--- src/logic/arb_pkg.sv ---
package arb_pkg;

  localparam int NUM_PORTS = 4;
  localparam int ADDR_W    = 4;
  localparam int DATA_W    = 8;
  localparam int MEM_DEPTH = 16;

  typedef logic [NUM_PORTS-1:0]         port_vec_t; // One bit per requester
  typedef logic [$clog2(NUM_PORTS)-1:0] port_idx_t;
  typedef logic [2:0]                   arb_mode_t;
  typedef logic [ADDR_W-1:0]            addr_t;
  typedef logic [DATA_W-1:0]            data_t;

  localparam arb_mode_t MODE_P0   = 3'd0;
  localparam arb_mode_t MODE_P1   = 3'd1;
  localparam arb_mode_t MODE_P2   = 3'd2;
  localparam arb_mode_t MODE_P3   = 3'd3;
  localparam arb_mode_t MODE_RR   = 3'd4;
  localparam arb_mode_t MODE_RAND = 3'd5;

  // Index of the set bit, 0 for an empty vector
  function automatic port_idx_t onehot_to_idx(port_vec_t onehot);
    port_idx_t idx;
    idx = '0;
    for (int i = 0; i < NUM_PORTS; i++) begin
      if (onehot[i]) begin
        idx = port_idx_t'(i);
      end
    end
    return idx;
  endfunction

endpackage

--- src/logic/mem_bus_if.sv ---
`timescale 1ns/1ps

interface mem_bus_if import arb_pkg::*; ();

  logic  en;    // One-cycle access strobe
  logic  we;
  addr_t addr;
  data_t wdata;
  data_t rdata; // Registered read result

  modport master (
    output en, we, addr, wdata
  );

  modport slave (
    input  en, we, addr, wdata,
    output rdata
  );

endinterface

--- src/logic/pn_seq_gen.sv ---
`timescale 1ns/1ps

module pn_seq_gen import arb_pkg::*; (
  input  logic      clk,
  input  logic      rst_n,
  output port_idx_t rand_sel
);

  logic [2:0] stage; // stage[0] is the newest bit
  logic       feedback;

  // Taps on stages 1 and 3, maximal length of 7
  assign feedback = stage[0] ^ stage[2];

  always_ff @(posedge clk or negedge rst_n) begin
    if (!rst_n) begin
      stage <= 3'b001;
    end else begin
      stage <= {stage[1:0], feedback}; // Shifts every cycle
    end
  end

  assign rand_sel = stage[2:1]; // Two oldest stages

endmodule

--- src/logic/grant_arbiter.sv ---
`timescale 1ns/1ps

module grant_arbiter import arb_pkg::*; (
  input  logic      clk,
  input  logic      rst_n,
  input  port_vec_t req,
  input  arb_mode_t mode,
  input  logic      decide,      // Arbitration strobe
  input  logic      release_gnt, // Transaction closed
  input  port_idx_t rand_sel,
  output port_vec_t gnt
);

  port_vec_t fixed_cand [NUM_PORTS]; // Entry n is the Pn winner
  port_vec_t rr_cand;
  port_vec_t rand_cand;
  port_vec_t next_gnt;
  port_idx_t rr_last;                // Previous winner

  // Favoured port first, then the rest in ascending index order
  function automatic port_vec_t fixed_pick(port_vec_t r, port_idx_t first);
    port_vec_t pick;
    pick = '0;
    if (r[first]) begin
      pick[first] = 1'b1;
    end else begin
      for (int i = 0; i < NUM_PORTS; i++) begin
        if (r[i] && (pick == '0)) begin
          pick[i] = 1'b1;
        end
      end
    end
    return pick;
  endfunction

  // Scan starts at the port after the last winner
  function automatic port_vec_t rr_pick(port_vec_t r, port_idx_t last);
    port_vec_t pick;
    port_idx_t idx;
    pick = '0;
    idx  = last;
    for (int k = 0; k < NUM_PORTS; k++) begin
      idx = idx + port_idx_t'(1); // Wraps from the top port to 0
      if (r[idx] && (pick == '0)) begin
        pick[idx] = 1'b1;
      end
    end
    return pick;
  endfunction

  always_comb begin
    for (int p = 0; p < NUM_PORTS; p++) begin
      fixed_cand[p] = fixed_pick(req, port_idx_t'(p));
    end
  end

  assign rr_cand = rr_pick(req, rr_last);

  // LFSR picks which fixed scheme applies this round
  assign rand_cand = fixed_cand[rand_sel];

  always_comb begin
    case (mode)
      MODE_P0:   next_gnt = fixed_cand[0];
      MODE_P1:   next_gnt = fixed_cand[1];
      MODE_P2:   next_gnt = fixed_cand[2];
      MODE_P3:   next_gnt = fixed_cand[3];
      MODE_RR:   next_gnt = rr_cand;
      MODE_RAND: next_gnt = rand_cand;
      default:   next_gnt = '0; // Unused codes grant nobody
    endcase
  end

  // Grant is held from decide until release
  always_ff @(posedge clk or negedge rst_n) begin
    if (!rst_n) begin
      gnt <= '0;
    end else if (release_gnt) begin
      gnt <= '0;
    end else if (decide) begin
      gnt <= next_gnt;
    end
  end

  // History follows every real grant, in any mode
  always_ff @(posedge clk or negedge rst_n) begin
    if (!rst_n) begin
      rr_last <= '0; // First round-robin order is 1, 2, 3, 0
    end else if (decide && (next_gnt != '0)) begin
      rr_last <= onehot_to_idx(next_gnt);
    end
  end

endmodule

--- src/logic/access_sequencer.sv ---
`timescale 1ns/1ps

module access_sequencer import arb_pkg::*; (
  input  logic                  clk,
  input  logic                  rst_n,
  input  port_vec_t             req,
  input  port_vec_t             we,
  input  addr_t [NUM_PORTS-1:0] addr,
  input  data_t [NUM_PORTS-1:0] wdata,
  input  port_vec_t             gnt,
  output logic                  decide,
  output logic                  release_gnt,
  output port_vec_t             ack,
  mem_bus_if.master             bus
);

  typedef enum logic [2:0] {
    IDLE,
    DECIDE,  // Arbiter loads gnt at the end of this cycle
    ACCESS,  // Memory strobe
    ACK,     // Waiting for the winner to drop req
    CLOSE    // Gap before the next round
  } seq_state_t;

  seq_state_t state;
  seq_state_t state_nxt;
  port_idx_t  win;       // Index of the granted requester
  logic       win_req;
  logic       have_gnt;

  assign win      = onehot_to_idx(gnt);
  assign win_req  = req[win];
  assign have_gnt = (gnt != '0);

  always_ff @(posedge clk or negedge rst_n) begin
    if (!rst_n) begin
      state <= IDLE;
    end else begin
      state <= state_nxt;
    end
  end

  always_comb begin
    state_nxt = state;
    case (state)
      IDLE: begin
        if (req != '0) begin
          state_nxt = DECIDE;
        end
      end
      DECIDE: state_nxt = ACCESS;
      ACCESS: begin
        // Empty grant means nobody was picked, try again
        state_nxt = have_gnt ? ACK : IDLE;
      end
      ACK: begin
        if (!win_req) begin
          state_nxt = CLOSE;
        end
      end
      CLOSE:   state_nxt = IDLE;
      default: state_nxt = IDLE;
    endcase
  end

  assign decide = (state == DECIDE);

  // Drops gnt on the same edge that ends ack
  assign release_gnt = (state == ACK) && !win_req;

  // Only the granted port sees ack
  assign ack = (state == ACK) ? gnt : '0;

  // Winner's fields onto the memory bus
  assign bus.en    = (state == ACCESS) && have_gnt;
  assign bus.we    = we[win];
  assign bus.addr  = addr[win];
  assign bus.wdata = wdata[win];

endmodule

--- src/logic/shared_mem.sv ---
`timescale 1ns/1ps

module shared_mem import arb_pkg::*; (
  input  logic     clk,
  input  logic     rst_n,
  mem_bus_if.slave bus
);

  data_t mem [MEM_DEPTH];

  // Storage array
  always_ff @(posedge clk) begin
    if (bus.en && bus.we) begin
      mem[bus.addr] <= bus.wdata;
    end
  end

  // Read data holds until the next read
  always_ff @(posedge clk or negedge rst_n) begin
    if (!rst_n) begin
      bus.rdata <= '0;
    end else if (bus.en && !bus.we) begin
      bus.rdata <= mem[bus.addr];
    end
  end

endmodule

--- src/logic/arb_top.sv ---
`timescale 1ns/1ps

module arb_top import arb_pkg::*; (
  input  logic                  clk,
  input  logic                  rst_n,
  input  port_vec_t             req,
  input  port_vec_t             we,      // High for write
  input  addr_t [NUM_PORTS-1:0] addr,
  input  data_t [NUM_PORTS-1:0] wdata,
  input  arb_mode_t             arb_mode,
  output port_vec_t             ack,
  output data_t                 rdata,   // Valid while ack is high on a read
  output port_vec_t             gnt
);

  port_idx_t rand_sel;
  logic      decide;
  logic      release_gnt;

  mem_bus_if mem_bus ();

  pn_seq_gen pn_seq_gen_inst (
    .clk      (clk),
    .rst_n    (rst_n),
    .rand_sel (rand_sel)
  );

  grant_arbiter grant_arbiter_inst (
    .clk         (clk),
    .rst_n       (rst_n),
    .req         (req),
    .mode        (arb_mode),
    .decide      (decide),
    .release_gnt (release_gnt),
    .rand_sel    (rand_sel),
    .gnt         (gnt)
  );

  access_sequencer access_sequencer_inst (
    .clk         (clk),
    .rst_n       (rst_n),
    .req         (req),
    .we          (we),
    .addr        (addr),
    .wdata       (wdata),
    .gnt         (gnt),
    .decide      (decide),
    .release_gnt (release_gnt),
    .ack         (ack),
    .bus         (mem_bus.master)
  );

  shared_mem shared_mem_inst (
    .clk   (clk),
    .rst_n (rst_n),
    .bus   (mem_bus.slave)
  );

  assign rdata = mem_bus.rdata;

endmodule

--- config.mk ---
export PLATFORM = sky130hd
export DESIGN_NAME = arb_top
export DESIGN_NICKNAME = d
export VERILOG_FILES = /design/src/logic/arb_pkg.sv /design/src/logic/mem_bus_if.sv /design/src/logic/pn_seq_gen.sv /design/src/logic/grant_arbiter.sv /design/src/logic/access_sequencer.sv /design/src/logic/shared_mem.sv /design/src/logic/arb_top.sv
export SDC_FILE = /design/constraint.sdc
export NUM_CORES = 1
export LEC_CHECK = 0
export BUFFER_PORTS_ARGS = -buffer_cell sky130_fd_sc_hd__buf_2
export CAP_MARGIN = 30
export CORE_MARGIN = 2
export CORE_UTILIZATION = 50
export CTS_BUF_LIST = sky130_fd_sc_hd__clkbuf_4
export DETAILED_ROUTE_END_ITERATION = 8
export HOLD_SLACK_MARGIN = 0.12
export PLACE_DENSITY = 0.76
export SETUP_SLACK_MARGIN = 0.4
export SLEW_MARGIN = 25
export SYNTH_ARGS = -nofsm -noshare
export SYNTH_HDL_FRONTEND = slang
export SYNTH_HIERARCHICAL = 1
export SYNTH_SLANG_ARGS = --single-unit
--- constraint.sdc ---
create_clock -name clk -period 3.75 [get_ports clk]
set_input_delay 0.375 -clock clk [delete_from_list [all_inputs] [get_ports clk]]
set_output_delay 0.375 -clock clk [all_outputs]
set_load 0.1 [all_outputs]
Word-level counts from Yosys, hierarchy flattened
Memories as Yosys holds them, arrays and structs flattened. A register that Yosys moved wholly into a read port is not among the register bits.
Index checks and enable logic that the tools add are counted.
- shifts and indexed selects: 0
- div/mod/pow operators: 0
- reduce and logical (&&, ||, !) cells: 45
- bitwise gates (word level): 9
- multipliers: 0
- muxes and demuxes: 82
- add/subtract/negate cells: 4
- $lt $le $gt $ge: 10
- equal/unequal tests: 10
- operators by type and width (cell ; number):
    2-to-1 mux 1 bit ; 45
    2-to-1 mux 4 bit ; 10
    logical AND 1 bit ; 24
    one-hot mux 4 bit (6 select lines) ; 1
    logical NOT 3 bit ; 6
    binary-select mux 4 bit (select 2 bit) ; 2
    binary-select mux 8 bit (select 2 bit) ; 1
    less-than comparator 2 x 3 -> 1 bit (second input constant) ; 5
    2-to-1 mux 2 bit ; 7
    binary-select mux 1 bit (select 2 bit) ; 6
    equality test 3 x 2 -> 1 bit (second input constant) ; 4
    logical NOT 4 bit ; 3
    2-to-1 mux 3 bit ; 4
    OR 4 bit ; 3
    one-hot mux 3 bit (4 select lines) ; 1
    nonzero test 4 bit ; 3
    adder 2 x 1 -> 2 bit (second input constant) ; 4
    demux 1 bit (select 2 bit) ; 4
    >= comparator 2 x 1 -> 1 bit (second input constant) ; 4
    logical NOT 2 bit ; 4
    2-to-1 mux 8 bit ; 1
    equality test 3 x 1 -> 1 bit (second input constant) ; 2
    equality test 3 bit (second input constant) ; 2
    inverter 1 bit ; 4
    8 further kinds ; 10
- memories: 1
- bits in read-only memories: 0
- latch bits: 0
- output and inout bits: 16
- bits in writable memories: 128
- input bits: 61
- register bits: 12
- memory list (name ; words ; bits a word ; rd ports ; clocked after memory_dff ; write ports ; RTL line ; source):
    shared_mem_inst.mem ; 16 ; 8 ; 1 ; 1 ; 1 ; shared_mem.sv:9 ; data_t mem [MEM_DEPTH];

Longest topological paths before layout
- depth after elaboration: 21
- mapped depth: 11

By module
The synthesis kept the hierarchy.
- by module, submodules not included (module ; area each (um^2) ; instances ; cells an instance ; seq. area each (um^2)):
    shared_mem ; 5402.7 ; 1 ; 307 ; 4043.9
    grant_arbiter ; 1149.9 ; 1 ; 133 ; 150.1
    access_sequencer ; 675.6 ; 1 ; 85 ; 75.1
    pn_seq_gen ; 100.1 ; 1 ; 6 ; 76.3

Worst setup path before layout
OpenSTA, ideal clock, no wires.
- kind: register -> register
- start point: register grant_arbiter_inst.gnt[3]
- end point: memory shared_mem_inst/mem[1][0] (netlist name) (enable)
- buffers on the path: 4
- arrival: 3.048 ns
- cell stages (with the launch flop): 8
- period minus slack after synthesis: 3.431 ns
- setup slack: 0.319 ns
- cells stage by stage: dfrtp_1 > buf_2 > buf_2 > mux2_2 > buf_6 > clkbuf_1 > nand4b_1 > nor3_1
- elaborated cells between the ends (all ways): 10
- RTL lines (what ; RTL line ; source):
    start: declaration ; grant_arbiter.sv:11 ; output port_vec_t gnt
    start signal: assignment ; grant_arbiter.sv:81 ; gnt <= next_gnt;
    2-to-1 mux 2 bit ; arb_pkg.sv:26 ; if (onehot[i]) begin
    binary-select mux 4 bit (select 2 bit) ; access_sequencer.sv:77 ; assign bus.addr = addr[win];
    2-to-1 mux 4 bit (not written as such) ; access_sequencer.sv:77 ;
    named net mem_bus.addr[1] ; mem_bus_if.sv:7 ; addr_t addr;
    end: declaration ; shared_mem.sv:9 ;
The timed path passes the listed nets, and every way through them passes these cells. The select of a mux whose other input is x is not followed.

Final worst setup path
- start point: register grant_arbiter_inst.rr_last[1]
- end point: register grant_arbiter_inst.rr_last[1]
- word-level cells in the longest chain between the ends: 18
- elaborated cells between the ends (all ways): 50
- RTL lines (what ; RTL line ; source):
    start: declaration ; grant_arbiter.sv:18 ; port_idx_t rr_last;
    start signal: assignment ; grant_arbiter.sv:90 ; rr_last <= onehot_to_idx(next_gnt);
    adder 2 x 1 -> 2 bit * ; grant_arbiter.sv:43 ; idx = idx + port_idx_t'(1);
    branches (longest 13 deep; another with less-than comparator 2 x 3 -> 1 bit) ; -- ;
    2-to-1 mux 4 bit * ; grant_arbiter.sv:44 ; if (r[idx] && (pick == '0)) begin
    one-hot mux 4 bit (6 select lines) * ; grant_arbiter.sv:63 ; case (mode)
    2-to-1 mux 2 bit or nonzero test 4 bit (tied branches) ; arb_pkg.sv:26, grant_arbiter.sv:89 ;
    2-to-1 mux 2 bit or logical AND 1 bit (tied branches) ; arb_pkg.sv:26, grant_arbiter.sv:89 ;
Mark *: on every way between the ends. The select of a mux whose other input is x is not followed.
A chain may end at the register's enable or synchronous reset.

==> results.md <==
* Final slew viol count at 0
* Finish-stage setup viols at 0
* Met2 Track Usage GR at 0.343
* Nets@finish at 673
* First-pass GRT wire length at 25.6 mm
* GR Layer Usage met1 at 0.283
* Vias in the first global route at 4786
* Ys Warns at 6
* DRC violations left at 0
* Reg-to-reg endpoint: grant_arbiter_inst/rr_last[1]
* Routed len/inst at 20.4 µm
* Worst Hold Class: primary input to async pin
* Remaining antenna violation count after routing at 0
* Area Growth Syn to Fin at 10.6%
* Critical path arrival at 3.50 ns
* Clk_skew at 0.0235 ns
* Max Clk Rate at 0.320 GHz
* Register area share after synthesis at 0.593
* GRT Util Overall at 0.211
* I/O Buffers at 76
* Routability Congestion at 0.967
* Min cycle time layout at 3.13 ns
* Relative slew slack at 0.413
* Die Area at 15600 µm²
* Maximum VDD drop at 0.558 mV
* Antenna Cells at 0
* Yosys reg bits at 148
* Initial drt markers at 609
* Root Driver: clkbuf_4
* Antenna violations before repair at 0
* Die Span Y at 125 µm
* Num CTS Buffers at 17
* Clk_lat worst skew at 0.53 ns
* Cells on worst reg2reg path at 9
* Setup_tns at 0 ns
* Layer with the highest usage: met2
* EDFF count, synth at 128
* RSZ-0062 raised after global routing: false
* Die W at 125 µm
* RR Startpoint: grant_arbiter_inst/rr_last[1]
* Post-Syn Nets at 600
* Gr ovfl total at 0
* Synthesized area per cell at 13.8 µm²
* Largest area contributor in the netlist: edfxtp_1
* Top-area cell type share of the netlist area at 0.525
* H-tree depth at 4
* Row cnt at 44
* Via count at 4936
* Kind of end point of the critical path: flop
* Vias per std cell at 6.16
* Worst EP required at 4.13 ns
* Largest cells by area after synthesis: edfxtp_1, mux2i_1, dfrtp_1
* P_leak at 2.97 nW
* Run status: finished clean
* WL final at 16.3 mm
* Util after Layout at 0.562
* Post-CTS Setup Bufs at 0
* Tcrit/Tclk final at 0.834
* Worst R2R Setup Slack at 0.62 ns
* Max-cap viol count at 0
* Initial Util at 0.508
* Fraction of layout cells with a size suffix above 1 at 0.267
* Critical path fanouts, max at 13
* Dpl hpwl at 11.3 mm
* Core box area at 14400 µm²
* Post-synthesis instance total at 531
* Clk sink count at 148
* Worst-margin pin slew at 0.873 ns
* GR Util met3 at 0.0436
* Mapped cell area at 7330 µm²
* # fillers at 1159
* Clock buffer depth at 2
* Ys flop type: edfxtp_1
* Ports at 77
* Largest net degree at the start of global routing at 33
* Critical path class: flop to flop
* Reg clk slew, reported paths at 0.13 ns
* Power Dens Cells at 845 nW/µm²
* Cell variety after synth at 72
* Startpoint Class: flop
* Fraction of registers with async set/reset at 0.135
* CTS tree: done
* 1st-pass router iterations at 5
* Final Hold Viols at 0
[state kept, by name (all words and copies together) (netlist names)]
name / count
shared_mem_inst/mem: 128
shared_mem_inst/bus.rdata: 8
grant_arbiter_inst/gnt: 4
access_sequencer_inst/state: 3
pn_seq_gen_inst/stage: 3
grant_arbiter_inst/rr_last: 2
[timing repair]
item                      CTS  global route
hold endpoints to repair   19             0
hold buffers                1             0
gates resized for setup     0             0
[layout make-up]
type	count	area [µm²]	share of cell area
inverters	11	41.3	0.00509
well taps	184	230	0.0284
repair buffers	92	503	0.0620
multi-input cells	334	2660	0.329
clock inverters	14	185	0.0228
clock buffers	18	135	0.0167
flip-flops and latches	148	4350	0.536
[worst max-delay path by stage]
stage / startpoint / endpoint / cells past startpoint
4_1_cts: grant_arbiter_inst/rr_last[1] / grant_arbiter_inst/rr_last[1] / 9
3_5_place_dp: grant_arbiter_inst/rr_last[1] / grant_arbiter_inst/rr_last[1] / 9
3_3_place_gp: grant_arbiter_inst/rr_last[0] / grant_arbiter_inst/rr_last[0] / 9
6_report: grant_arbiter_inst/rr_last[1] / grant_arbiter_inst/rr_last[1] / 9
2_1_floorplan: grant_arbiter_inst/gnt[1] / shared_mem_inst/mem[1][0] / 9
5_1_grt: grant_arbiter_inst/rr_last[1] / grant_arbiter_inst/rr_last[1] / 9
[routing by layer]
metal / routed length [µm] / up-vias
li1: - / 2227
met1: 6710 / 2381
met2: 7720 / 286
met3: 1440 / 42
met4: 478 / 0
met5: 0 / -
[stage by stage]
stage / cells / instance area, µm² / total power [mW] / setup WS [ns] / hold slack, ns
finish: 801 / 8110 / 6.85 / 0.624 / 0.336
CTS: 801 / 8110 / 6.85 / 0.684 / 0.315
floorplan: 531 / 7330 / 5.13 / 0.610 / 0.0794
global placement: 768 / 7780 / 5.69 / 0.808 / 0.367
detailed placement: 768 / 7780 / 5.76 / 0.698 / 0.378
global route: 801 / 8110 / 7.18 / 0.454 / 0.338
[layout by cell type, fill, tap and decap left out, drive strengths merged, types with 3 or more instances in the layout]
master / instances
edfxtp: 128
buf: 91
mux2i: 67
nor2: 35
nand2: 26
o21ai: 26
dfrtp: 19
clkbuf: 18
mux2: 15
o22ai: 14
inv: 12
nor3: 11
a221oi: 11
mux4: 11
nor2b: 8
a21oi: 8
nand3: 8
ha: 8
and2: 7
a31oi: 6
clkinv: 6
a211o: 5
nand4: 5
a211oi: 5
a2111oi: 5
nor4: 4
bufinv: 4
o31ai: 4
a2bb2oi: 4
clkinvlp: 3
nand2b: 3
nand3b: 3
nor3b: 3
or3b: 3
[critical path, stage by stage (launching register included)]
cell,delay (ns)
dfrtp_1,0.45
inv_1,0.14
ha_1,0.40
mux4_2,0.47
a2111oi_2,0.64
a211oi_1,0.12
a2bb2oi_1,0.23
o311ai_2,0.17
o21ai_0,0.22
o221ai_1,0.15
[synthesized netlist by cell type (5+ instances only)]
library cell / instances
a21oi_1: 8
o21ai_1: 19
mux2i_1: 67
buf_2: 9
nand3_1: 8
edfxtp_1: 128
a221oi_1: 10
clkbuf_1: 10
buf_4: 6
nand4_1: 5
dfrtp_1: 19
ha_1: 8
nor3_1: 11
a211o_1: 5
nand2_1: 26
a31oi_1: 6
and2_1: 6
mux2_2: 15
inv_1: 11
o22ai_1: 14
nor2_1: 35
mux4_2: 9
nor2b_1: 8
buf_6: 9
o21ai_0: 7
[kinds of logic after synthesis]
kind of cell               Yosys count  synth area share
AOI/OAI and AO/OA                  108             0.112
xor gates and xnor gates             1           0.00120
adders and majority gates            8            0.0137
buffers and inverters               49            0.0435
DFF                                148             0.593
muxes                               93             0.149
and+or+nand+nor                    124            0.0874
[power breakdown]
part / switching [mW] / total, mW / internal (mW) / leakage, nW
clock: 0.542 / 1.07 / 0.532 / 0.161
sequential: 0.168 / 2.39 / 2.22 / 1.38
combinational: 2.30 / 3.39 / 1.09 / 1.42
total: 3.01 / 6.85 / 3.84 / 2.97
No activity file was read; power rests on OpenSTA's default activity.
